--- src/design/acpo_pkg.sv ---
/* post-accumulation sizes and beat types */
package acpo_pkg;

    localparam int LANES     = 4;                 // conv lanes
    localparam int ACC_W     = 16;
    localparam int DATA_W    = 8;
    localparam int TAG_W     = 10;                // feature-map address tag
    localparam int POOL_SIZE = 4;                 // samples per window
    localparam int POOL_CW   = $clog2(POOL_SIZE);
    localparam int BUF_AW    = 6;
    localparam int BUF_DEPTH = 2 ** BUF_AW;       // entries per bank
    localparam int BANK_W    = 2;
    localparam int RD_AW     = BANK_W + BUF_AW;   // bank in top bits

    typedef logic [DATA_W-1:0] data_t;
    typedef logic [TAG_W-1:0]  tag_t;

    // conv accumulator output
    typedef struct packed {
        logic                    valid;
        logic                    last;
        logic signed [ACC_W-1:0] result;
        tag_t                    tag;
    } acc_beat_t;

    // fc accumulator output
    typedef struct packed {
        logic                    valid;
        logic                    last;
        logic signed [ACC_W-1:0] result;
    } fc_beat_t;

    // activated or pooled conv beat
    typedef struct packed {
        logic  valid;
        logic  last;
        data_t value;
        tag_t  tag;
    } act_beat_t;

    typedef struct packed {
        logic  valid;
        logic  last;
        data_t value;
    } act_fc_t;

endpackage
--- src/design/sram_bank.sv ---
/* banked buffer, one read port */
`timescale 1ns/1ps

module sram_bank #(
    parameter type entry_t = acpo_pkg::data_t,
    parameter int  BANKS   = 1
) (
    input  logic                                       clk,
    input  logic [BANKS-1:0]                           we_i,
    input  logic [acpo_pkg::BUF_AW-1:0]                waddr_i [BANKS],
    input  entry_t                                     wdata_i [BANKS],
    input  logic                                       rd_en_i,
    input  logic [acpo_pkg::BUF_AW+$clog2(BANKS)-1:0]  raddr_i,
    output entry_t                                     rdata_o
);

    entry_t                      mem [BANKS][acpo_pkg::BUF_DEPTH];
    logic [acpo_pkg::BUF_AW-1:0] rd_row;
    entry_t                      rd_entry;

    assign rd_row = raddr_i[acpo_pkg::BUF_AW-1:0];

    if (BANKS == 1) begin : g_single
        assign rd_entry = mem[0][rd_row];
    end else begin : g_multi
        assign rd_entry = mem[raddr_i[acpo_pkg::BUF_AW +: $clog2(BANKS)]][rd_row];
    end

    always_ff @(posedge clk) begin
        for (int b = 0; b < BANKS; b++) begin
            if (we_i[b]) begin
                mem[b][waddr_i[b]] <= wdata_i[b];
            end
        end
        if (rd_en_i) begin
            rdata_o <= rd_entry;                              // old data on collision
        end
    end

endmodule

--- config.mk ---
export PLATFORM = sky130hd
export DESIGN_NAME = sram_bank
export DESIGN_NICKNAME = d
export VERILOG_FILES = /design/src/design/acpo_pkg.sv /design/src/design/sram_bank.sv
export SDC_FILE = /design/constraint.sdc
export NUM_CORES = 1
export LEC_CHECK = 0
export ABC_AREA = 0
export BUFFER_PORTS_ARGS = -buffer_cell sky130_fd_sc_hd__buf_2
export CAP_MARGIN = 20
export CORE_MARGIN = 2
export CORE_UTILIZATION = 60
export CTS_CLUSTER_DIAMETER = 200
export DETAILED_ROUTE_END_ITERATION = 7
export PLACE_DENSITY = 0.76
export RECOVER_POWER = 50
export SETUP_SLACK_MARGIN = 0.05
export SLEW_MARGIN = 5
export SYNTH_ARGS = -nofsm -noshare
export SYNTH_HDL_FRONTEND = slang
export SYNTH_SLANG_ARGS = --single-unit
--- constraint.sdc ---
create_clock -name clk -period 2.85 [get_ports clk]
set_input_delay 0.855 -clock clk [delete_from_list [all_inputs] [get_ports clk]]
set_output_delay 0.855 -clock clk [all_outputs]
set_load 0.1 [all_outputs]
Yosys cells after proc, flatten, opt, wreduce, memory -nomap -nowiden
Memory sizes are Yosys's and may differ from the RTL's.
Cells that the tools add are included.
{"block": "totals", "n_memories": 1, "mem_bits_ro": 0, "latchBits": 0, "mem_bits_rw": 512, "in_bits": 23, "regBits": 8, "output_inout_bits": 8}
{"name": "mem", "depth": 1, "word_bits": 512, "read_ports": 1, "rd_ports_with_merged_regs": 0, "write_ports": 1, "line_no": "sram_bank.sv:17", "rtl": "entry_t mem [BANKS][acpo_pkg::BUF_DEPTH];"}
{"block": "classes", "mul": 0, "n_eq_ne": 0, "n_mux": 7, "n_reduce_logical": 1, "div_mod_pow": 0, "shifts": 0, "n_lt_le_gt_ge": 3, "add_sub_neg": 0, "bitwise": 2}
{"op": "two-way mux 512 bit", "n": 1}
{"op": "binary-select mux 8 bit (select 6 bit)", "n": 1}
{"op": "demux 8 bit (select 6 bit)", "n": 1}
{"op": "two-way mux 8 bit", "n": 3}
{"op": "greater-or-equal comparator 7 bit, second input constant", "n": 2}
{"op": "NOT 6 -> 7 bit", "n": 2}
{"op": "less-than comparator 7 x 1 -> 1 bit, second input constant", "n": 1}
{"op": "logical AND 1 bit", "n": 1}
{"op": "two-way mux 1 bit", "n": 1}

Longest topological paths before layout
{"block": "depth", "depth_word": 6, "depth_mapped": 7}

Least setup slack after synthesis
No wires, ideal clock.
{"block": "synth_timing", "kind": "input-to-reg", "startpoint": "input port we_i", "endpoint": "memory mem[0][248] in the netlist's numbering, enable pin", "arrival_ns": 2.306, "required_time_ns": 2.455, "path_buffers": 1, "slack_ns": 0.149, "stages": 4, "cell_sequence": "clkbuf_1 -> nor2b_1 -> nand2_1 -> nor4_1"}
{"block": "synth_between", "elab_chain_cells": 2}
{"item": "from (decl)", "line_no": "sram_bank.sv:9", "rtl": "input logic [BANKS-1:0] we_i,"}
{"item": "two-way mux 1 bit", "line_no": "sram_bank.sv:31", "rtl": "if (we_i[b]) begin"}
{"item": "two-way mux 512 bit (implied by the code)", "line_no": "sram_bank.sv:32", "rtl": "mem[b][waddr_i[b]] <= wdata_i[b];"}
{"item": "to (decl)", "line_no": "sram_bank.sv:17"}
No other way between the ends.

Worst setup path after layout
{"block": "layout_timing", "startpoint": "input port wdata_i[4] in the netlist's numbering", "endpoint": "memory mem[0][276] in the netlist's numbering, data pin"}
{"item": "from (decl)", "line_no": "sram_bank.sv:11", "rtl": "input entry_t wdata_i [BANKS],"}
No word-level cell before the write port.

==> impl_metrics.json <==
{
  "synth_nets": 956,
  "worstReg2RegEnd": "rdata_o[2]",
  "grt_pass1_wl_mm": 67.8,
  "fill_cells": 2058,
  "p_per_area_nw_per_um2": 667,
  "cts_tree": "yes",
  "relSlewSlack_pct": 6.90,
  "critical_path_buf_inv_count": 2,
  "crit_family": "buffers and inverters",
  "wl_per_cell_um": 28.9,
  "cts_buffers": 49,
  "layout_commonest_cell": "edfxtp_1",
  "synth_cell_types": 36,
  "multiInputGateArea_um2": 4310,
  "final_cells": 1578,
  "port_buffers": 30,
  "hold_violations": 0,
  "holdBufCountCts": 0,
  "place.gp.congestion": 0.846,
  "synth_area_um2": 20200,
  "required_ns": 3.02,
  "grt_overflow_total": 0,
  "die_w_um": 187,
  "cap_violations": 0,
  "synthSimpleGateAreaFrac_pct": 3.04,
  "place_hpwl_mm": 28.9,
  "track_usage_pct": 26.8,
  "antenna_found_initial": 2,
  "critPathKind": "in -> reg",
  "num_vias": 10232,
  "rows": 67,
  "r2r_start": "mem[0][194]",
  "grt_start_max_net_pins": 65,
  "grt_pass1_vias": 10417,
  "worst_pin_slew_ns": 1.40,
  "dp.cells": 1490,
  "firstDrtPassIters": 5,
  "skew_ns": 0.0139,
  "period_needed_ns": 2.47,
  "synth_edf_count": 520,
  "vias_per_cell": 6.48,
  "cts_post_setup_buffers_inserted": 0,
  "synth_flop_cell": "edfxtp_1",
  "dieArea_um2": 35100,
  "syn_to_final_growth_pct": 15.0,
  "max_stage_delay_ns": 1.01,
  "total_leakage_power_nw": 7.54,
  "slew_viol_final": 0,
  "cp-end-kind": "flop",
  "outcome": "completed",
  "fmax_ghz": 0.405,
  "rrSetupSlack_ns": 0.75,
  "rsz0062_at_grt": "false",
  "synth_top_family_by_area": "multiplexers",
  "yosysWarnings": 0,
  "synthAdderAreaFrac_pct": 0,
  "io_pins": 31,
  "synth_xor_area_share_pct": 0,
  "cp-startpoint": "wdata_i[4]",
  "critPathLaunchType": "primary input",
  "postSynthAreaPerCell_um2": 21.6,
  "cts_root_buffer": "clkbuf_16",
  "clk_pin_slew_worst_paths_ns": 0.06,
  "drtIter0Drc": 1404,
  "clock_insertion_delay_worst_skew_ns": 0.56,
  "cts_htree_levels": 2,
  "ys_ff_latch": 520,
  "synthMuxAreaShare_pct": 15.6,
  "drive_above_1_share_pct": 30.1,
  "nets": 1116,
  "ant_nets": 0,
  "cp_cell_sequence": "clkbuf_1 -> clkbuf_1",
  "endpoint": "mem[0][276]",
  "synthCells": 933,
  "cpMostUsedCell": "clkbuf_1",
  "wirelength_mm": 45.5,
  "coreArea_um2": 33400,
  "ys_seq_area_share_pct": 77.3,
  "worstPathMaxFanout": 28,
  "reg2reg_depth": 4,
  "crit_cells": 2,
  "fin_tns_setup_ns": 0,
  "ir_drop_v": 0.000508,
  "synthArstFlopShare_pct": 0,
  "crit_slowest_cell": "clkbuf_1",
  "die_y_um": 187,
  "cts_resized": 0,
  "crit_arrival_ns": 2.64,
  "cts.sinks": 520,
  "drc_errors": 0,
  "timing.final.crit_share_pct": 86.6,
  "cts_buffer_depth": 3,
  "regArea_um2": 15600,
  "finalSetupViolations": 0,
  "hold_path_class": "in -> reg",
  "initial_core_util_pct": 60.5,
  "power_mw": 15.5,
  "final_cell_mix": "edfxtp_1, mux4_2, buf_4",
  "synth_compound_area_share_pct": 2.73
}
-- stage by stage --
step	setup slack, ns	hold WS [ns]	instance area (um2)	utilization [%]
2_1_floorplan	0.149	0.785	20200	-
3_3_place_gp	-0.131	0.892	21800	65.4
3_5_place_dp	-0.126	0.922	21800	65.4
4_1_cts	0.453	0.693	23300	69.9
5_1_grt	0.248	0.842	23200	69.6
6_report	0.381	0.818	23200	69.6
-- area by class of cell --
cell class	count	share of cell area [%]
antenna	2	0.0216
clock inverter	18	0.587
multi-input combinational	361	18.6
timing repair buffer	157	5.33
inverter	4	0.0647
clock buffer	68	5.77
sequential	520	67.2
tap	448	2.41
-- where the power goes --
part / internal (mW) / switching (mW) / total, mW
Sequential: 8.49 / 0.0220 / 8.51
Combinational: 0.344 / 0.580 / 0.924
Clock: 3.45 / 2.61 / 6.06
-- logic make-up after synthesis --
group | after synthesis
AO/OA/AOI/OAI | 73
AND/OR/NAND/NOR | 127
flip-flops | 520
multiplexers | 161
buffers and inverters | 52
-- per-layer routing --
layer	up-vias	share of wire, %	global-route usage, %
met3	101	9.1	4.86
met4	0	3.5	9.45
li1	4261	-	-
met5	-	0	0
met2	532	50	44.0
met1	5338	37	37.0
-- state kept, by name (all words and copies together), names as in the netlist --
register,cells
mem,512
rdata_o,8
-- Yosys cell counts, types with 5 or more instances --
cell      instances  area share [%]
nand2_1          12            0.22
o22ai_1          13            0.40
nor2_1           66             1.2
a211oi_1          5            0.19
nand3_1           8            0.20
a31oi_1           5            0.15
nor2b_1           8            0.25
a211o_1           8            0.35
o221ai_1         17            0.74
buf_4             8            0.30
mux4_2          122              14
buf_2            25            0.62
mux2i_1          32             1.6
nand3b_1          7            0.26
clkbuf_1         13            0.24
mux2_2            7            0.39
edfxtp_1        520              77
a21oi_1           6            0.15
a22o_1            9            0.39
-- worst min-delay path by stage --
stage                      from    endpoint  slack (ns)  depth (start not counted)
floorplan           mem[0][122]  rdata_o[2]        0.78                          4
global placement     mem[0][33]  rdata_o[1]        0.89                          3
detailed placement   mem[0][56]  rdata_o[0]        0.92                          3
CTS                     rd_en_i  rdata_o[2]        0.69                          1
global route         raddr_i[5]  rdata_o[4]        0.84                          2
finish               waddr_i[4]  mem[0][68]        0.82                          3
(Power assumes the default switching activity.)
