--- config.mk ---
export PLATFORM = sky130hd
export DESIGN_NAME = act_relu
export DESIGN_NICKNAME = d
export VERILOG_FILES = /design/src/design/acpo_pkg.sv /design/src/design/act_relu.sv
export SDC_FILE = /design/constraint.sdc
export NUM_CORES = 1
export LEC_CHECK = 0
export BUFFER_PORTS_ARGS = -buffer_cell sky130_fd_sc_hd__buf_2
export CORE_MARGIN = 2
export CORE_UTILIZATION = 41
export CTS_CLUSTER_DIAMETER = 120
export DETAILED_ROUTE_END_ITERATION = 10
export HOLD_SLACK_MARGIN = 0.02
export MAX_ROUTING_LAYER = met4
export PLACE_DENSITY = 0.85
export RECOVER_POWER = 100
export SETUP_SLACK_MARGIN = 0.05
export SKIP_LAST_GASP = 1
export SYNTH_ARGS = -nofsm -noshare
export SYNTH_HDL_FRONTEND = slang
export SYNTH_SLANG_ARGS = --single-unit
--- constraint.sdc ---
create_clock -name clk -period 1.05 [get_ports clk]
set_input_delay 0.105 -clock clk [delete_from_list [all_inputs] [get_ports clk]]
set_output_delay 0.105 -clock clk [all_outputs]
set_load 0.1 [all_outputs]
--- src/design/acpo_pkg.sv ---
/* post-accumulation sizes and beat types */
package acpo_pkg;

    localparam int LANES     = 4;                 // conv lanes
    localparam int ACC_W     = 16;
    localparam int DATA_W    = 8;
    localparam int TAG_W     = 10;                // feature-map address tag
    localparam int POOL_SIZE = 4;                 // samples per window
    localparam int POOL_CW   = $clog2(POOL_SIZE);
    localparam int BUF_AW    = 6;
    localparam int BUF_DEPTH = 2 ** BUF_AW;       // entries per bank
    localparam int BANK_W    = 2;
    localparam int RD_AW     = BANK_W + BUF_AW;   // bank in top bits

    typedef logic [DATA_W-1:0] data_t;
    typedef logic [TAG_W-1:0]  tag_t;

    // conv accumulator output
    typedef struct packed {
        logic                    valid;
        logic                    last;
        logic signed [ACC_W-1:0] result;
        tag_t                    tag;
    } acc_beat_t;

    // fc accumulator output
    typedef struct packed {
        logic                    valid;
        logic                    last;
        logic signed [ACC_W-1:0] result;
    } fc_beat_t;

    // activated or pooled conv beat
    typedef struct packed {
        logic  valid;
        logic  last;
        data_t value;
        tag_t  tag;
    } act_beat_t;

    typedef struct packed {
        logic  valid;
        logic  last;
        data_t value;
    } act_fc_t;

endpackage
--- src/design/act_relu.sv ---
/* ReLU and byte saturation */
`timescale 1ns/1ps

module act_relu (
    input  logic                clk,
    input  logic                rst_n_i,
    input  acpo_pkg::acc_beat_t acc_i    [acpo_pkg::LANES],
    input  acpo_pkg::fc_beat_t  acc_fc_i,
    output acpo_pkg::act_beat_t act_o    [acpo_pkg::LANES],
    output acpo_pkg::act_fc_t   act_fc_o
);

    // clamp a signed accumulator result to 0..255
    function automatic acpo_pkg::data_t relu_sat(
        input logic signed [acpo_pkg::ACC_W-1:0] acc
    );
        acpo_pkg::data_t res;
        if (acc[acpo_pkg::ACC_W-1]) begin
            res = '0;                                              // negative
        end else if (|acc[acpo_pkg::ACC_W-2:acpo_pkg::DATA_W]) begin
            res = '1;                                              // above 255
        end else begin
            res = acc[acpo_pkg::DATA_W-1:0];
        end
        return res;
    endfunction

    acpo_pkg::act_beat_t act_q [acpo_pkg::LANES];
    acpo_pkg::act_fc_t   act_fc_q;

    always_ff @(posedge clk) begin
        if (!rst_n_i) begin
            for (int l = 0; l < acpo_pkg::LANES; l++) begin
                act_q[l].valid <= 1'b0;
                act_q[l].last  <= 1'b0;
            end
            act_fc_q.valid <= 1'b0;
            act_fc_q.last  <= 1'b0;
        end else begin
            for (int l = 0; l < acpo_pkg::LANES; l++) begin
                act_q[l].valid <= acc_i[l].valid;
                act_q[l].last  <= acc_i[l].valid & acc_i[l].last;
                act_q[l].value <= relu_sat(acc_i[l].result);
                act_q[l].tag   <= acc_i[l].tag;                    // tag rides along
            end
            act_fc_q.valid <= acc_fc_i.valid;
            act_fc_q.last  <= acc_fc_i.valid & acc_fc_i.last;
            act_fc_q.value <= relu_sat(acc_fc_i.result);
        end
    end

    assign act_o    = act_q;
    assign act_fc_o = act_fc_q;

endmodule

# After elaboration in Yosys (flattened, before gate mapping)
# Index checks and enable logic that the tools add are counted.
# Widths: inputs -> output; s select.
# classes
muxes	5
bitwise_logic	5
n_reduce_logical	5
# op_table
op	count
$mux 8	5
$reduce_or 7->1	5
$and 1x1->1	5
# word_totals
register_bits	90
input_bits	132
output_inout_bits	90
word_cells	34

# Logic depth before layout (Yosys ltp)
# logic_depth
depth_word	2
ltp_mapped	3
depth_no_buf	2

# Worst setup path after synthesis
# No wires, ideal clock.
# synth_timing
path_kind	reg-to-output
start	reg act_fc_q (netlist bit act_fc_o[8])
end	out act_fc_o[8] in the netlist's numbering
arrival_ps	909
required_ps	945
slack_ps	36
stages_incl_launch_ff	1
n_path_buf	0
path_cell_list	dfxtp_1
# synth_lines
item	line	rtl
start, declared	act_relu.sv:29	acpo_pkg::act_fc_t act_fc_q;
end, declared	act_relu.sv:10	output acpo_pkg::act_fc_t act_fc_o
# No word-level cell between the ends.

# Worst setup path after layout
# layout_timing
start	reg act_q (netlist bit act_o[21])
end	out act_o[21] in the netlist's numbering
# layout_lines
item	line	rtl
start, declared	act_relu.sv:28	acpo_pkg::act_beat_t act_q [acpo_pkg::LANES];
end, declared	act_relu.sv:9	output acpo_pkg::act_beat_t act_o [acpo_pkg::LANES],
# No word-level cell between the ends.

==> impl_results.rst <==
.. list-table::
   :header-rows: 1

   * - Metric
     - Value
   * - Outcome
     - finished, violations left
   * - Violations in the final reports
     - setup timing
   * - Global placement routability congestion
     - 0.8387
   * - Endpoint required time on the critical path
     - 940 ps
   * - Setup violation total in the final timing report
     - 98
   * - Delay-heaviest family, CP
     - flip-flops
   * - Worst-path clk slew
     - 90 ps
   * - Synthesis-to-layout area growth
     - 97.45%
   * - Sum of negative setup slack
     - -1387 ps
   * - Part of the cycle the worst path needs
     - 1.061
   * - Library cell with the highest instance count after synthesis
     - edfxtp_1
   * - Number of warnings reported in the yosys synthesis log
     - 0
   * - Avg Cell Area, Syn
     - 16.17 um^2
   * - Unique masters post-synth
     - 9
   * - Number of antenna-violating nets in the routed design
     - 0
   * - Largest vdd supply drop
     - 1.039 mV
   * - TritonCTS clock tree
     - done
   * - CP max stage cell
     - edfxtp_1
   * - Number of stages on the worst hold path
     - 3
   * - Setup crit start
     - act_o[21]
   * - Cell area after synthesis
     - 3234 um^2
   * - Total DRC errors in the routed layout
     - 0
   * - Crit path setup slack, layout
     - -64.37 ps
   * - Final global-route overflow total
     - 0
   * - Dominant cells by area after synthesis
     - edfxtp_1, a31oi_1, dfxtp_1
   * - Number of enable flip-flop cells after synthesis
     - 80
   * - Total power draw
     - 10.23 mW
   * - Antenna fix cells
     - 0
   * - Number of top-level design ports
     - 222
   * - Drt initial violations
     - 114
   * - Launching element type of the critical path
     - flop
   * - Horizontal die dimension
     - 92.82 um
   * - Clock Sinks
     - 90
   * - Wire length of the first global-routing pass
     - 14600 um
   * - Synthesized netlist net count
     - between 300 and 400
   * - Endpoint type of the worst setup path
     - primary output
   * - Initial Util
     - 0.4207
   * - Critical Path Max Stage Delay
     - 460 ps
   * - Cell taking the most area after synthesis
     - edfxtp_1
   * - Crit path DAT
     - around 1000 ps
   * - Most frequent cells after synthesis
     - edfxtp_1, nor2_1, a31oi_1, dfxtp_1
   * - Ordered list of cells on the worst path
     - buf_12
   * - Cell count after synthesis
     - 200
   * - H-Tree Level Count
     - 3
   * - Highest achievable clock rate
     - between 800 and 900 MHz
   * - Worst Path Class, Setup
     - flop to primary output
   * - Routed wire length
     - 9947 um
   * - Crit Path Max Fanout
     - 1
   * - Cts bufs inserted
     - 9
   * - Cell Rows
     - 32
   * - Port buffer count
     - between 200 and 250
   * - Vias in the first global route
     - roughly 2900
   * - Pin count of the biggest net entering global routing
     - 41
   * - Root Buffer
     - clkbuf_8
   * - Total vias in the final route
     - ~2900
   * - Unrepaired setup endpoints after global routing
     - yes
   * - Pre-antenna DRT Iters
     - 4
   * - Least-Margin Pin Slew
     - 676.8 ps
   * - Register bit total from synthesis
     - 90
   * - HPWL reported at the end of detailed placement
     - approximately 7500 um
   * - Number of nets in the final layout
     - 613
   * - Leak pwr
     - 2.705 nW
   * - Placeable Area
     - 7687 um^2
   * - Minimum clock period
     - 1114 ps
   * - Fraction of registers with async set or reset after synthesis
     - 0
   * - Total track usage
     - 0.2341
   * - Hold Crit Start
     - acc_i[44]
   * - Hold Path Sink
     - act_o[36]
   * - Die area
     - approximately 8600 um^2
   * - Seq/Total Area, Yosys
     - 0.8046
   * - Worst hold slack
     - 117.2 ps
   * - Clock buffer depth
     - 2
   * - Final Hold Fails
     - 0
   * - Routed WL per cell
     - 16.92 um
   * - Cell area power density
     - around 1600 nW/um^2
   * - Worst Hold Class
     - primary input to flop
   * - Antenna violations before repair
     - 0
   * - Main synth FF type
     - edfxtp_1
   * - Top-area cell type share of the netlist area
     - 0.7427
   * - # Max-Cap Violations
     - 0
   * - Number of buffers and inverters on the critical path
     - 1
   * - Detail-routed via count per cell
     - just under 5
   * - Max-Slew Margin vs Limit
     - 0.5450
   * - DIE HEIGHT
     - 92.82 um
   * - Number of max-slew violations in the final report
     - 0
   * - Fraction of final layout cells sized beyond drive strength 1
     - 0.5165
[sequential cells by signal, indices dropped and copies added (netlist names)]
name / cells
act_fc_o: 10
act_o: 80
[how the worst max path moves through the flow]
stage,end,slack [ps],cells after the start
floorplan,act_fc_o[0],40,0
global placement,act_o[77],2,3
detailed placement,act_o[10],-70,3
CTS,act_o[21],-80,1
global route,act_o[21],-90,1
finish,act_o[21],-60,1
[stage by stage]
stage,util,instance area (um^2),setup WS [ps],cells
2_1_floorplan,-,3247,40.98,200
3_3_place_gp,0.7653,5883,1.604,522
3_5_place_dp,0.7653,5883,-73.96,522
4_1_cts,0.8538,6564,-79.88,588
5_1_grt,0.8307,6386,-92.86,588
6_report,0.8307,6386,-64.37,588
[kinds of logic after synthesis]
kind of cell | synth area share
simple gates | 0.1044
flops | 0.8046
buf+inv | 0.01354
compound gates | 0.07737
[timing repair]
item                                   CTS  global route
gates resized for setup                  0             0
endpoints found under the hold margin   50             0
cloned                                   0             0
buffers inserted                         0             0
setup endpoints to repair               80            81
hold buffers                            50             0
[area by class of cell]
type / count / area, um^2
clock buffers: 10 / 137.6
clock inverters: 6 / 42.54
fillers: 395 / 1301
multi-input cells: 100 / 538.0
flip-flops and latches: 90 / 2615
well taps: 102 / 127.6
repair buffers: 280 / 2925
[cells in the final DEF, fill, tap and decap left out]
| cell type | count |
|---|---|
| a31oi_1 | 40 |
| and2_1 | 5 |
| and3_1 | 5 |
| buf_12 | 80 |
| buf_2 | 123 |
| buf_4 | 7 |
| buf_6 | 9 |
| buf_8 | 1 |
| clkbuf_1 | 9 |
| clkbuf_2 | 1 |
| clkbuf_8 | 10 |
| clkinv_2 | 2 |
| clkinv_4 | 2 |
| clkinvlp_4 | 2 |
| dfxtp_2 | 10 |
| dlygate4sd3_1 | 50 |
| edfxtp_1 | 80 |
| nor2_1 | 45 |
| nor4_1 | 1 |
| nor4_2 | 4 |
[report_power, final]
group | leakage [nW] | switching (mW) | total (mW) | internal [mW]
clock | 0.0882 | 1.22 | 2.14 | 0.925
sequential | 0.869 | 0.215 | 4.42 | 4.21
combinational | 1.75 | 2.36 | 3.67 | 1.31
[metal layers]
layer	wire length (um)	up-vias	track usage
met5	0	-	-
met4	399	0	0.1140
met3	700	34	0.05207
met2	5715	175	0.4408
met1	3131	1326	0.2227
li1	-	1334	-
Power figures use the tool's default switching activity.
