==> config.mk <==
export PLATFORM = sky130hd
export DESIGN_NAME = max_pool
export DESIGN_NICKNAME = d
export VERILOG_FILES = /design/src/design/acpo_pkg.sv /design/src/design/max_pool.sv
export SDC_FILE = /design/constraint.sdc
export NUM_CORES = 1
export LEC_CHECK = 0
export BUFFER_PORTS_ARGS = -buffer_cell sky130_fd_sc_hd__buf_4
export CORE_ASPECT_RATIO = 1.5
export CORE_UTILIZATION = 35
export DETAILED_ROUTE_END_ITERATION = 10
export GPL_TIMING_DRIVEN = 0
export PLACE_DENSITY = 0.65
export SYNTH_ARGS = -nofsm -noshare
export SYNTH_HDL_FRONTEND = slang
export SYNTH_SLANG_ARGS = --single-unit
==> constraint.sdc <==
create_clock -name clk -period 3.38 [get_ports clk]
set_input_delay 1.014 -clock clk [delete_from_list [all_inputs] [get_ports clk]]
set_output_delay 1.014 -clock clk [all_outputs]
set_load 0.005 [all_outputs]
==> src/design/acpo_pkg.sv <==
/* post-accumulation sizes and beat types */
package acpo_pkg;

    localparam int LANES     = 4;                 // conv lanes
    localparam int ACC_W     = 16;
    localparam int DATA_W    = 8;
    localparam int TAG_W     = 10;                // feature-map address tag
    localparam int POOL_SIZE = 4;                 // samples per window
    localparam int POOL_CW   = $clog2(POOL_SIZE);
    localparam int BUF_AW    = 6;
    localparam int BUF_DEPTH = 2 ** BUF_AW;       // entries per bank
    localparam int BANK_W    = 2;
    localparam int RD_AW     = BANK_W + BUF_AW;   // bank in top bits

    typedef logic [DATA_W-1:0] data_t;
    typedef logic [TAG_W-1:0]  tag_t;

    // conv accumulator output
    typedef struct packed {
        logic                    valid;
        logic                    last;
        logic signed [ACC_W-1:0] result;
        tag_t                    tag;
    } acc_beat_t;

    // fc accumulator output
    typedef struct packed {
        logic                    valid;
        logic                    last;
        logic signed [ACC_W-1:0] result;
    } fc_beat_t;

    // activated or pooled conv beat
    typedef struct packed {
        logic  valid;
        logic  last;
        data_t value;
        tag_t  tag;
    } act_beat_t;

    typedef struct packed {
        logic  valid;
        logic  last;
        data_t value;
    } act_fc_t;

endpackage
==> src/design/max_pool.sv <==
/* per-lane 1-D max pooling */
`timescale 1ns/1ps

module max_pool (
    input  logic                clk,
    input  logic                rst_n_i,
    input  acpo_pkg::act_beat_t act_i  [acpo_pkg::LANES],
    output acpo_pkg::act_beat_t pool_o [acpo_pkg::LANES]
);

    logic [acpo_pkg::POOL_CW-1:0] cnt       [acpo_pkg::LANES];  // samples in window
    acpo_pkg::data_t              run_max   [acpo_pkg::LANES];
    acpo_pkg::tag_t               first_tag [acpo_pkg::LANES];

    acpo_pkg::data_t              cur_max   [acpo_pkg::LANES];
    acpo_pkg::tag_t               cur_tag   [acpo_pkg::LANES];
    logic                         close_win [acpo_pkg::LANES];

    acpo_pkg::act_beat_t          pool_q    [acpo_pkg::LANES];

    // window state including the incoming sample
    always_comb begin
        for (int l = 0; l < acpo_pkg::LANES; l++) begin
            if (cnt[l] == '0) begin
                cur_max[l] = act_i[l].value;                  // first sample opens window
                cur_tag[l] = act_i[l].tag;
            end else begin
                cur_max[l] = (act_i[l].value > run_max[l]) ? act_i[l].value : run_max[l];
                cur_tag[l] = first_tag[l];
            end
            close_win[l] = act_i[l].valid &
                           (act_i[l].last |
                            (cnt[l] == acpo_pkg::POOL_CW'(acpo_pkg::POOL_SIZE - 1)));
        end
    end

    always_ff @(posedge clk) begin
        if (!rst_n_i) begin
            for (int l = 0; l < acpo_pkg::LANES; l++) begin
                cnt[l]          <= '0;
                pool_q[l].valid <= 1'b0;
                pool_q[l].last  <= 1'b0;
            end
        end else begin
            for (int l = 0; l < acpo_pkg::LANES; l++) begin
                pool_q[l].valid <= close_win[l];
                pool_q[l].last  <= close_win[l] & act_i[l].last;
                if (act_i[l].valid) begin
                    if (close_win[l]) begin
                        cnt[l]          <= '0;                // flush, next sample reopens
                        pool_q[l].value <= cur_max[l];
                        pool_q[l].tag   <= cur_tag[l];
                    end else begin
                        cnt[l]          <= cnt[l] + 1'b1;
                    end
                    run_max[l]   <= cur_max[l];
                    first_tag[l] <= cur_tag[l];
                end
            end
        end
    end

    assign pool_o = pool_q;

endmodule

# --- Word level (Yosys, flattened, before mapping) ---
# Memories as Yosys holds them, arrays and structs flattened.
# Index checks and enable logic that the tools add are counted.
word_totals:
  input_bits: 82
  n_memories: 3
  regBits: 80
  wordCells: 124
  out_inout_bits: 80
  ram_bits: 80
memory_table:
  columns: ["memory", "words", "width", "rd", "rd_ports_with_merged_regs", "wr", "line", "text"]
  rows:
  - ["first_tag", 4, 10, 4, 0, 4, "max_pool.sv:13", "acpo_pkg::tag_t first_tag [acpo_pkg::LANES];"]
  - ["run_max", 4, 8, 4, 0, 4, "max_pool.sv:12", "acpo_pkg::data_t run_max [acpo_pkg::LANES];"]
  - ["cnt", 4, 2, 4, 0, 4, "max_pool.sv:11", "logic [acpo_pkg::POOL_CW-1:0] cnt [acpo_pkg::LANES];"]
op_classes:
  n_lt_le_gt_ge: 4
  addsub: 4
  n_mux: 65
  bitwise_logic: 20
  eq_ne: 4
  n_reduce_logical: 8
ops:
  columns: ["cell", "count"]
  rows:
  - ["$mux 8", 8]
  - ["$mux 1", 45]
  - ["$mux 10", 4]
  - ["$gt 8x8->1", 4]
  - ["$mux 2", 8]
  - ["$or 1x1->1", 12]
  - ["$reduce_and 3->1", 4]
  - ["$add 2x1->2 const B", 4]
  - ["$and 1x1->1", 8]
  - ["$eq 2x2->1 const B", 4]
  - ["$logic_not 2->1", 4]

# --- Depth between registers and ports, before layout ---
logic_depth:
  ltp_word: 9
  depth_mapped: 7
  ltp_nobuf: 7

# --- Worst setup path before layout ---
# Ideal clock, no wire load.
synth_path:
  kind: "input to register"
  from: "input port act_i[37] (netlist name)"
  to: "register pool_q (netlist bit pool_o[31]), data pin"
  path_slack_ps: 552
  path_buffers: 0
  arrival_time_ps: 2566
  stages: 6
  t_required_ps: 3118
  setup_ps: 262
  path_cell_list: "ha_1 and3_1 a221oi_1 nor2_1 nor3_4 mux2_2"
synth_rtl:
  columns: ["item", "line", "text"]
  rows:
  - ["start, declared", "max_pool.sv:7", "input acpo_pkg::act_beat_t act_i [acpo_pkg::LANES],"]
  - ["end, declared", "max_pool.sv:19", "acpo_pkg::act_beat_t pool_q [acpo_pkg::LANES];"]

==> results.py <==
metrics = {
    "synthesis": {
        "synth-edff-count": 152,
        "synth_nets": 530,
        "ys_seq_area_share_pct": 69.9,
        "synth_area_mm2": 0.00676,
        "ys_types": 24,
        "yosys_warnings": 0,
        "async_flop_share_pct": 0,
        "syn_inst": 408,
        "synth_area_per_cell_um2": 16.6,
        "synthFlopType": "edfxtp_1",
        "yosysTopAreaCell": "edfxtp_1",
        "ys_ff_latch": 160,
        "yosysTopAreaCellShare_pct": 67.6,
        "synth_commonest_cells": "152 x edfxtp_1, 72 x mux2_2, 47 x inv_1",
        "ys_top_cells_by_area": "edfxtp_1 68%, mux2_2 12%, ha_1 7.4%",
        "yosysMostFrequentCell": "edfxtp_1",
    },
    "min_path": {
        "holdPathStages": 1,
        "hold-path-endpoint": "pool_o[49]",
        "hp-start": "first_tag[1][9]",
        "hold_class": "reg2reg",
    },
    "critical_path": {
        "path_class": "in2reg",
        "critical_path.max_fanout": 8,
        "start_kind": "input port",
        "path_buf_inv": 1,
        "crit_path_max_incr_delay_ns": 0.41,
        "crit-reg2reg-capture": "run_max[2][3]",
        "end_kind": "register",
        "reg2reg_from": "run_max[2][7]",
        "ff2ff_setup_slack_ns": 0.99,
        "crit_arrival_ns": 2.88,
        "worstPathRequired_ns": 3.53,
        "crit_family": "simple AND/OR/NAND/NOR gates",
        "crit_chain": "buf_4, ha_1, and3_1, a221oi_1, nor2_1, nor3_4, mux2_2",
        "cp_slowest_cell": "mux2_2",
        "reg2reg_depth": 7,
    },
    "global_route": {
        "grt_use_met2_pct": 24.6,
        "antenna_found_initial": 0,
        "grt.busiest_layer": "met2",
        "grt_max_degree": 20,
        "grt_pass1_wl_mm": 19.8,
        "grt_use_met1_pct": 14.2,
        "grt-ovfl-total": 0,
        "met3_usage_pct": 3.86,
        "grt_util_all_layers_pct": 13.4,
        "grt_pass1_vias": 4096,
    },
    "final_layout": {
        "drive_gt1_share_pct": 46.0,
        "syn_to_final_growth_pct": 33.2,
        "antenna_cells": 0,
        "fin_util_pct": 48.1,
        "fin_nets": 712,
    },
    "clock_tree": {
        "clockBufferDepth": 2,
        "cts_max_level": 4,
        "cts_buffers": 17,
        "cts_setup_buffers": 0,
        "cts_resized": 0,
        "ctsHoldBuffers": 0,
        "cts.sinks": 160,
        "root_buffer": "clkbuf_16",
        "clkSlewWorstSetupHoldPaths_ns": 0.06,
        "cts_tree": "yes",
        "clkLatencyLatePin_ns": 0.41,
    },
    "power": {
        "p_leak_uw": 0.00364,
        "powerDensity_mw_per_mm2": 558,
        "worst_ir_drop_vdd_uv": 323,
    },
    "routing": {
        "drc_errors": 0,
        "wl_per_cell_um": 15.1,
        "drtIter0Drc": 129,
        "drt_wl_total_mm": 12.9,
        "viasPerCell": 4.56,
        "firstDrtPassIters": 4,
        "num_vias": 3890,
        "ant_nets": 0,
    },
    "timing": {
        "tightest_slew_ns": 1.01,
        "fmax_mhz": 367,
        "fin_setup_tns_ns": 0,
        "post-route-period-util_pct": 80.6,
        "fin_skew_ns": 0.00934,
        "rsz0062_at_grt": "false",
        "drv_slew": 0,
        "hold_viol": 0,
        "maxSlewHeadroom_pct": 32.9,
        "setup_violations": 0,
        "min_period_ns": 2.72,
    },
    "run_status": {
        "outcome": "completed",
    },
    "die": {
        "core-area_mm2": 0.0187,
        "row_count": 61,
        "ioPinCount": 162,
        "die_x_um": 115,
        "die_h_um": 172,
        "initial_core_util_pct": 36.1,
        "dieArea_mm2": 0.0199,
    },
    "placed_design": {
        "io_buffers": 161,
        "gp_congestion": 0.745,
        "dp_hpwl_mm": 9.55,
    },
    "flow_run": {
        "drv_cap": 0,
    },
}
-- where the power goes --
part | internal, uW | switching [uW] | leakage [uW] | total (uW)
Combinational | 258 | 230 | 0.00182 | 488
Clock | 1400 | 796 | 0.000326 | 2200
Sequential | 2310 | 31.4 | 0.00149 | 2340
-- worst max-delay path by stage --
| stage | start | endpoint | slack [ns] | depth (start not counted) |
|---|---|---|---|---|
| after CTS | act_i[37] | pool_o[33] | 0.67 | 7 |
| final | act_i[37] | run_max[2][3] | 0.66 | 7 |
| after global placement | rst_n_i | pool_o[20] | 0.02 | 4 |
| after floorplan | act_i[37] | pool_o[31] | 0.55 | 6 |
| after global routing | act_i[37] | run_max[2][1] | 0.51 | 7 |
| after detailed placement | act_i[37] | pool_o[33] | 0.22 | 7 |
-- cell type report --
type,instances,area (um2)
fillers,1634,9700
flip-flops and latches,160,4720
multi-input cells,196,1850
repair buffers,163,1240
clock buffers,17,425
well taps,252,315
clock inverters,14,255
inverters,47,176
plain buffers,5,18.8
-- worst reg2reg max path: stages (launching register included) --
cell      delay, ns
edfxtp_1       0.38
inv_1          0.07
ha_1           0.24
and3_1         0.21
a221oi_1       0.31
nor2_1         0.12
nor3_4         0.39
mux2_2         0.41
-- logic make-up after synthesis --
group | synth area share (%)
flip-flops | 69.9
AND/OR/NAND/NOR | 4.39
multiplexers | 12.0
buffers and inverters | 2.89
AO/OA/AOI/OAI | 3.39
adder cells (fa/ha/maj) | 7.41
-- cells in the final DEF, fill, tap and decap left out, types with 2 or more instances in the layout --
cell type and instances:
a21oi_1 14, a311oi_4 3, and3_1 9, buf_1 4
buf_4 161, buf_8 2, bufinv_16 6, clkbuf_16 17
clkinv_4 2, clkinvlp_4 2, dfxtp_1 8, edfxtp_1 152
ha_1 40, inv_1 47, inv_8 3, mux2_2 72
nand2_1 13, nand2b_1 4, nand4_1 2, nand4_2 3
nor2_1 13, nor2_2 4, nor4_1 4, o21ai_0 6
o31a_1 3
-- metal layers --
layer,up-vias,wire (um)
li1,1888,-
met3,9,635
met1,1894,4930
met2,99,7140
met5,-,0
met4,0,152
-- through the flow --
stage / worst slack [ns] / power (uW) / instances / hold slack, ns / cell area [um2]
6_report: 0.657 / 5020 / 854 / 0.566 / 9000
2_1_floorplan: 0.552 / 2660 / 408 / 0.539 / 6760
3_5_place_dp: 0.223 / 2880 / 823 / 0.558 / 8320
3_3_place_gp: 0.0154 / 2850 / 821 / 0.549 / 8280
4_1_cts: 0.674 / 5090 / 854 / 0.573 / 9000
5_1_grt: 0.514 / 5210 / 854 / 0.584 / 9000
-- flip-flops by register name (all words and copies together), names as in the netlist --
register,flops
pool_o,80
cnt,8
run_max,32
first_tag,40
(Power assumes the default switching activity.)
