$ cat src/design/acpo_pkg.sv
/* post-accumulation sizes and beat types */
package acpo_pkg;

    localparam int LANES     = 4;                 // conv lanes
    localparam int ACC_W     = 16;
    localparam int DATA_W    = 8;
    localparam int TAG_W     = 10;                // feature-map address tag
    localparam int POOL_SIZE = 4;                 // samples per window
    localparam int POOL_CW   = $clog2(POOL_SIZE);
    localparam int BUF_AW    = 6;
    localparam int BUF_DEPTH = 2 ** BUF_AW;       // entries per bank
    localparam int BANK_W    = 2;
    localparam int RD_AW     = BANK_W + BUF_AW;   // bank in top bits

    typedef logic [DATA_W-1:0] data_t;
    typedef logic [TAG_W-1:0]  tag_t;

    // conv accumulator output
    typedef struct packed {
        logic                    valid;
        logic                    last;
        logic signed [ACC_W-1:0] result;
        tag_t                    tag;
    } acc_beat_t;

    // fc accumulator output
    typedef struct packed {
        logic                    valid;
        logic                    last;
        logic signed [ACC_W-1:0] result;
    } fc_beat_t;

    // activated or pooled conv beat
    typedef struct packed {
        logic  valid;
        logic  last;
        data_t value;
        tag_t  tag;
    } act_beat_t;

    typedef struct packed {
        logic  valid;
        logic  last;
        data_t value;
    } act_fc_t;

endpackage
$ cat src/design/pool_write_ctrl.sv
/* buffer write control */
`timescale 1ns/1ps

module pool_write_ctrl (
    input  logic                       clk,
    input  logic                       rst_n_i,
    input  acpo_pkg::act_beat_t        pool_i      [acpo_pkg::LANES],
    input  acpo_pkg::act_fc_t          act_fc_i,
    output logic [acpo_pkg::LANES-1:0] sa_we_o,
    output logic [acpo_pkg::BUF_AW-1:0] sa_waddr_o [acpo_pkg::LANES],
    output logic                       fc_we_o,
    output logic [acpo_pkg::BUF_AW-1:0] fc_waddr_o,
    output logic [acpo_pkg::LANES-1:0] pool_last_o,
    output logic                       act_last_o
);

    logic [acpo_pkg::BUF_AW-1:0] sa_cnt [acpo_pkg::LANES];   // next entry per bank
    logic [acpo_pkg::BUF_AW-1:0] fc_cnt;

    always_comb begin
        for (int l = 0; l < acpo_pkg::LANES; l++) begin
            sa_we_o[l]     = pool_i[l].valid;                 // tag buffer shares these
            sa_waddr_o[l]  = sa_cnt[l];
            pool_last_o[l] = pool_i[l].valid & pool_i[l].last;
        end
    end

    assign fc_we_o    = act_fc_i.valid;
    assign fc_waddr_o = fc_cnt;
    assign act_last_o = act_fc_i.valid & act_fc_i.last;

    // counters step on the write edge, wrapping at 64
    always_ff @(posedge clk) begin
        if (!rst_n_i) begin
            for (int l = 0; l < acpo_pkg::LANES; l++) begin
                sa_cnt[l] <= '0;
            end
            fc_cnt <= '0;
        end else begin
            for (int l = 0; l < acpo_pkg::LANES; l++) begin
                if (pool_i[l].valid) begin
                    sa_cnt[l] <= sa_cnt[l] + 1'b1;
                end
            end
            if (act_fc_i.valid) begin
                fc_cnt <= fc_cnt + 1'b1;
            end
        end
    end

endmodule

$ cat config.mk
export PLATFORM = sky130hd
export DESIGN_NAME = pool_write_ctrl
export DESIGN_NICKNAME = d
export VERILOG_FILES = /design/src/design/acpo_pkg.sv /design/src/design/pool_write_ctrl.sv
export SDC_FILE = /design/constraint.sdc
export NUM_CORES = 1
export LEC_CHECK = 0
export BUFFER_PORTS_ARGS = -buffer_cell sky130_fd_sc_hd__buf_2
export CAP_MARGIN = 10
export CORE_UTILIZATION = 28
export CTS_CLUSTER_DIAMETER = 120
export DETAILED_ROUTE_END_ITERATION = 6
export GPL_TIMING_DRIVEN = 0
export PLACE_DENSITY = 0.66
export SLEW_MARGIN = 20
export SYNTH_ARGS = -nofsm -noshare
export SYNTH_HDL_FRONTEND = slang
export SYNTH_SLANG_ARGS = --single-unit
$ cat constraint.sdc
create_clock -name clk -period 1.1 [get_ports clk]
set_input_delay 0.11 -clock clk [delete_from_list [all_inputs] [get_ports clk]]
set_output_delay 0.11 -clock clk [all_outputs]
set_load 0.01 [all_outputs]
Word level (Yosys, flattened, before mapping)
Memories as Yosys holds them, arrays and structs flattened.
Index checks and enable logic that the tools add are counted.
{ "word_totals": {"ram_bits": 24, "elab_cells": 33, "reg_bits": 6, "n_memories": 1, "output_inout_bits": 40, "input_bits": 92} }
{ "memory_table": {"columns": ["memory", "words", "width", "read_ports", "rd_ports_with_merged_regs", "wr", "line", "text"], "rows": [
  ["sa_cnt", 4, 6, 4, 0, 4, "pool_write_ctrl.sv:17", "logic [acpo_pkg::BUF_AW-1:0] sa_cnt [acpo_pkg::LANES];"]
]} }
{ "op_classes": {"n_mux": 17, "n_bitwise": 9, "add_sub_neg": 5} }
{ "op_table": {"columns": ["cell", "count"], "rows": [
  ["$add A6 B1 Y6 const B", 5],
  ["$mux W6", 4],
  ["$mux W1", 13],
  ["$and A1 B1 Y1", 5],
  ["$or A1 B1 Y1", 4]
]} }

Depth between registers and ports, before layout
Gate-level depths: netlist of run 1.
{ "depth": {"depth_word": 4, "mapped_depth": 4, "mapped_depth_nobuf": 4} }

Worst setup path after synthesis of run 1
OpenSTA, ideal clock, no wires.
{ "synth_timing": {"path_type": "register -> register", "startpoint": "memory sa_cnt[1][0] in the netlist's numbering", "endpoint": "memory sa_cnt[1][4] in the netlist's numbering, data pin", "path_stages_with_launch": 5, "setup_time_ns": 0.257, "required_ns": 0.843, "period_less_slack_ns": 1.225, "setup_slack_ns": -0.125, "path_buffers": 0, "t_arrival_ns": 0.969, "cell_sequence": "edfxtp_1 ha_1 nand3_1 xor2_1 nor2_1"} }
{ "synth_rtl": {"columns": ["element", "line"], "rows": [
  ["start: declaration", "pool_write_ctrl.sv:17"]
]} }

==> key figures, run 1 <==
Floorplanning
  • I/O pin count: 132
  • Initial core utilization: 29.9%
  • Placeable Area: 0.00485 mm^2
  • Die Span X: 73.9 um
  • Row cnt: 25
  • Die height: 73.9 um
  • Die area: 0.00547 mm^2

STA
  • Worst slew margin: 73.0%
  • Post-layout min period: 1.20 ns
  • Worst-margin pin slew: 0.405 ns
  • Hold Violations, Final: 0
  • Worst setup margin: -0.105 ns
  • Period utilization: 110%
  • Final setup viols: 20
  • Slew Viols, Final: 0
  • Final setup skew: 0.00405 ns
  • RSZ-0062 raised after global routing: true
  • Worst hold slack: 0.208 ns
  • Fmax: 0.830 GHz

Global routing
  • Largest net degree at the start of global routing: 11
  • Gr busiest metal: met2
  • Total Routing Usage GR: 12.2%
  • Total congestion overflow: 0
  • Initial antenna violation count: 0
  • Routing usage on met2: 19.2%
  • Global Route met1 Usage: 15.4%
  • M3 GR Usage: 4.07%
  • Number of global-route vias before repair: 1039
  • Global-route wire length before repair: 4890 um

Clock tree
  • CTS sink cnt: 30
  • CTS H-Tree Depth: 2
  • Clk slew on worst S/H paths: 0.07 ns
  • Max Buffers Root-to-Sink: 2
  • Clk root buf: clkbuf_8
  • CTS tree: yes
  • Latest clock arrival within the worst-skew pair: 0.28 ns
  • Total CTS buffers: 5

Placed design
  • DP Area: 0.00180 mm^2
  • I/O Buffers: 51
  • Post-DP HPWL: 2160 um
  • Routability Congestion: 0.718
  • Placed cells: 245

Cells and area
  • Layout Area Growth over Synthesis: 48.9%
  • Share of cells above drive strength 1: 49.0%
  • Sequential cell area: 850 um^2
  • Fin cells: 267
  • Nets@finish: 296
  • Area of the multi-input gates: 683 um^2
  • Antenna Cells: 0
  • # fillers: 481
  • Fin area: 0.00216 mm^2

Critical path
  • CP Launch Type: register
  • CP top delay family: flip-flops
  • WS Path Type: reg2reg
  • CP max stage delay: 0.48 ns
  • Crit path buf inv count: 0
  • Critical Path, Cell by Cell: ha_4 -> nand3_2 -> xor2_1 -> nor2_1
  • Critical path required time: 1.13 ns
  • Crit path DAT: 1.23 ns
  • Crit end category: register
  • Worst path slowest cell: edfxtp_1
  • CP max FO: 4

Detailed routing
  • Remaining antenna violation count: 0
  • DRT Pass-1 Iters: 4
  • Detailed Route WL: 3130 um
  • Initial DRC Count: 54
  • Vias/cell: 4.31
  • Vias: 1151
  • Routed length per placed instance: 11.7 um
  • # DRC: 0

Synthesis
  • Synthesized area per cell: 11.4 um^2
  • Area leader, netlist: edfxtp_1
  • Synth area leaders: edfxtp_1, dfxtp_1, xor2_1, ha_1, xnor2_1
  • Mapped Nets: 224
  • Yosys reg bits: 30
  • Synth warn: 0
  • Synth top area share: 49.7%
  • Sequential-to-total area share from yosys stat: 58.0%
  • Count of different cell masters after synthesis: 22
  • Syn Inst Count: 127
  • Synthesized area: 0.00145 mm^2

Min path
  • Hold Path Class: in2reg

Pwr
  • Peak VDD IR: 0.000761 V
  • PwrDens: 1230 mW/mm^2
  • Leak Pwr: 0.920 nW

Run status
  • Outcome: finished, violations left
  • Failing checks: setup timing

Run
  • Max Cap Viol: 0
## worst reg2reg max path: cells and delay by family, from the launching register on
kind	cells	cell delay [ns]
xor+xnor	1	0.14
fa+ha+maj	1	0.22
simple gates	2	0.12
flops	1	0.48
## cell usage in the layout (no fill, tap or decap), types with 2 or more instances in the layout
cell / synthesis / layout
buf_2: 0 / 44
edfxtp_1: 24 / 24
nor2_1: 16 / 16
buf_4: 5 / 15
buf_6: 0 / 11
nand2_1: 10 / 10
xor2_1: 9 / 9
and2_1: 8 / 8
nand3_2: 0 / 7
o21ai_0: 5 / 5
clkbuf_8: 0 / 5
nand2b_1: 4 / 4
xnor2_2: 0 / 4
and3_1: 4 / 4
or3_1: 5 / 4
xnor2_1: 7 / 3
clkinv_1: 0 / 3
dfxtp_1: 6 / 3
a21oi_1: 4 / 2
a21oi_2: 0 / 2
ha_2: 0 / 2
ha_4: 0 / 2
dfxtp_4: 0 / 2
## final cells by class
cell class                      instances  area share [%]
Timing Repair Buffer                   65            19.4
Clock buffer                            5            3.19
Clock inverter                          3           0.522
Tap cell                               67            3.89
Sequential cell                        30            39.4
Buffer                                  6            1.91
Multi-Input combinational cell         91            31.7
## synthesized netlist by cell type
cell type	instances
nor2_1	16
buf_4	5
clkbuf_1	1
xnor2_1	7
o21ai_0	5
and2_1	8
or3_1	5
nor2b_1	1
edfxtp_1	24
a21oi_1	4
nand2_1	10
dfxtp_1	6
mux2i_1	1
nand2b_1	4
and2_2	1
nand3_1	8
nand4_1	1
xor2_1	9
ha_1	5
a21boi_1	1
and3_1	4
nand4_2	1
## cells by family after synthesis
group / after synthesis / synth area share, %
fa+ha+maj: 5 / 4.32
simple gates: 59 / 20.8
buf+inv: 6 / 2.85
mux: 1 / 0.691
xor+xnor: 16 / 9.67
flops: 30 / 58.0
compound gates: 10 / 3.63
## registers in the layout, summed over array words and instances, names as in the netlist
signal	count
fc_waddr_o	6
sa_cnt	24
## layer usage
| metal | wire length (um) | vias up |
|---|---|---|
| li1 | - | 581 |
| met1 | 1490 | 528 |
| met2 | 1440 | 37 |
| met3 | 156 | 5 |
| met4 | 42 | 0 |
| met5 | 0 | - |
## metrics by stage
step                TNS [ns]  setup slack [ns]  total power, W  util [%]
floorplan             -0.677           -0.0827         0.00157         -
global placement      -0.601           -0.0800         0.00172      37.1
detailed placement    -0.763            -0.103         0.00173      37.1
CTS                   -0.874           -0.0967         0.00262      41.5
global route           -2.27            -0.182         0.00279      44.5
finish                -0.936            -0.105         0.00265      44.5
## path summary, 6_finish.rpt
path | slack, ns | to | from | cells past startpoint
worst max-delay path | -0.10 | sa_cnt[0][4]$_SDFFCE_PN0P_ | sa_cnt[0][0]$_SDFFCE_PN0P_ | 4
worst min-delay path | 0.21 | sa_cnt[2][1]$_SDFFCE_PN0P_ | pool_i[39] | 2
worst max register to register | -0.10 | sa_cnt[0][4]$_SDFFCE_PN0P_ | sa_cnt[0][0]$_SDFFCE_PN0P_ | 4
worst min register to register | 0.49 | fc_waddr_o[5]$_SDFFE_PN0P_ | fc_waddr_o[5]$_SDFFE_PN0P_ | 2
## power breakdown
part	internal, W	switching, W
combinational	0.000237	0.000205
sequential	0.00131	0.0000811
clock	0.000421	0.000401
## timing repair
action	4_1_cts	5_1_grt
gates resized for setup	8	24
hold buffers	0	0
setup buffers	12	2
setup endpoints to repair	15	30
pin swaps	8	14
(Power assumes the default switching activity.)
==> run 2, diff against run 1 <==
--- a/config.mk
+++ b/config.mk
@@ -11,7 +11,7 @@
 export CTS_CLUSTER_DIAMETER = 120
 export DETAILED_ROUTE_END_ITERATION = 6
 export GPL_TIMING_DRIVEN = 0
-export PLACE_DENSITY = 0.66
+export PLACE_DENSITY = 0.75
 export SLEW_MARGIN = 20
 export SYNTH_ARGS = -nofsm -noshare
 export SYNTH_HDL_FRONTEND = slang
==> key figures, run 2 (synthesis gave the netlist of run 1 again) <==
Run status
  • Outcome: finished, violations left
  • Failing checks: setup timing

Pwr
  • Combinational power share: 17.2%
  • Sequential share of power: 51.8%
  • Internal power: 0.00199 W
  • Leak Pwr: 0.930 nW
  • Peak VDD IR: 0.000701 V
  • Switching share of power: 26.2%
  • P_sw: 0.000705 W
  • PwrDens: 1210 mW/mm^2
  • Clock share of power: 31.0%

STA
  • Worst-margin pin slew: 0.415 ns
  • Fin Setup TNS: -1.13 ns
  • Final setup viols: 21
  • Hold Violations, Final: 0
  • Worst hold slack: 0.206 ns
  • Post-layout min period: 1.23 ns
  • Worst slew margin: 72.3%
  • Worst setup margin: -0.128 ns
  • Fmax: 0.814 GHz
  • RSZ-0062 raised after global routing: true
  • Period utilization: 112%
  • Final setup skew: 0.00444 ns
  • Slew Viols, Final: 0

Critical path
  • Crit path DAT: 1.25 ns
  • Crit end category: register
  • WS Path Type: reg2reg
  • CP max stage delay: 0.49 ns
  • CP max FO: 4
  • Critical Path, Cell by Cell: ha_4 -> nand3_2 -> xor2_1 -> nor2_1
  • CP top delay family: flip-flops
  • Worst path slowest cell: edfxtp_1
  • Critical path required time: 1.12 ns
  • CP Launch Type: register
  • Crit path buf inv count: 0

Cells and area
  • Max reg flops: 24
  • Area of the multi-input gates: 701 um^2
  • Layout Area Growth over Synthesis: 53.1%
  • Most common cell after layout, fill and taps aside: buf_2
  • Nets@finish: 299
  • Sequential cell area: 852 um^2
  • Antenna Cells: 0
  • # fillers: 465
  • Commonest non-fill, non-tap cells in the layout: buf_2, edfxtp_1, nor2_1, buf_4, buf_6
  • Biggest register: sa_cnt
  • Fin area: 0.00222 mm^2
  • Share of cells above drive strength 1: 52.2%
  • Final Util: 45.8%

Placed design
  • I/O Buffers: 51
  • DP Area: 0.00180 mm^2
  • Routability Congestion: 0.736
  • Pre-CTS WS: -0.104 ns
  • Post-DP HPWL: 2180 um

Min path
  • Hold Path Class: in2reg

Global routing
  • Total congestion overflow: 0
  • Total Routing Usage GR: 12.5%
  • Initial antenna violation count: 0
  • Largest net degree at the start of global routing: 11
  • Number of global-route vias before repair: 1173
  • Global-route wire length before repair: 5130 um

Floorplanning
  • Row cnt: 25
  • Initial core utilization: 29.9%
  • Die Span X: 73.9 um
  • Die area: 0.00547 mm^2
  • I/O pin count: 132
  • Placeable Area: 0.00485 mm^2
  • Die height: 73.9 um

Clock tree
  • Max Buffers Root-to-Sink: 2
  • Clk root buf: clkbuf_8
  • CTS sink cnt: 30
  • Total CTS buffers: 5
  • # hold bufs at CTS: 0
  • Latest clock arrival within the worst-skew pair: 0.27 ns
  • CTS H-Tree Depth: 2
  • CTS tree: yes
  • Clk slew on worst S/H paths: 0.07 ns

Detailed routing
  • Routed length per placed instance: 12.3 um
  • Vias: 1226
  • # DRC: 0
  • DRT Pass-1 Iters: 4
  • Vias/cell: 4.54
  • Remaining antenna violation count: 0
  • Initial DRC Count: 51
  • Detailed Route WL: 3330 um

Run
  • Max Cap Viol: 0
run 2: routing by layer:
| metal | part of all wire, % | vias up | track usage (%) | wire (um) |
|---|---|---|---|---|
| met5 | 0 | - | 0 | 0 |
| met4 | 1.1 | 0 | 3.85 | 36 |
| met3 | 5.5 | 5 | 3.79 | 184 |
| met2 | 49 | 45 | 20.7 | 1640 |
| met1 | 44 | 585 | 15.7 | 1470 |
| li1 | - | 591 | - | - |
run 2: power groups by stage:
stage	clock network, W	registers (W)	logic, W
4_1_cts	0.000863	0.00138	0.000396
6_report	0.000836	0.00139	0.000463
5_1_grt	0.000893	0.00141	0.000512
3_3_place_gp	0	0.00140	0.000320
2_1_floorplan	0	0.00143	0.000141
3_5_place_dp	0	0.00140	0.000325
run 2: final timing paths:
path                                   start                          to  slack (ns)  depth (start not counted)
setup / recovery  sa_cnt[1][0]$_SDFFCE_PN0P_  sa_cnt[1][4]$_SDFFCE_PN0P_       -0.13                          4
hold / removal                    pool_i[39]  sa_cnt[2][1]$_SDFFCE_PN0P_        0.21                          2
setup reg to reg  sa_cnt[1][0]$_SDFFCE_PN0P_  sa_cnt[1][4]$_SDFFCE_PN0P_       -0.13                          4
hold reg to reg   fc_waddr_o[5]$_SDFFE_PN0P_  fc_waddr_o[5]$_SDFFE_PN0P_        0.49                          2
run 2: layout make-up:
class | instances | area share (%)
Tap cell | 67 | 3.78
Multi-Input combinational cell | 91 | 31.6
Clock buffer | 5 | 3.10
Clock inverter | 3 | 0.733
Buffer | 6 | 1.86
Timing Repair Buffer | 68 | 20.5
Sequential cell | 30 | 38.4
run 2: stage by stage:
stage,std cells,total power (W)
5_1_grt,270,0.00281
3_3_place_gp,245,0.00172
2_1_floorplan,127,0.00157
4_1_cts,265,0.00264
3_5_place_dp,245,0.00173
6_report,270,0.00269
run 2: timing repair:
| item | in CTS | in global routing |
|---|---|---|
| endpoints found under the setup margin | 14 | 29 |
| resized for setup | 12 | 29 |
| pin swaps | 9 | 16 |
| buffers inserted | 12 | 5 |
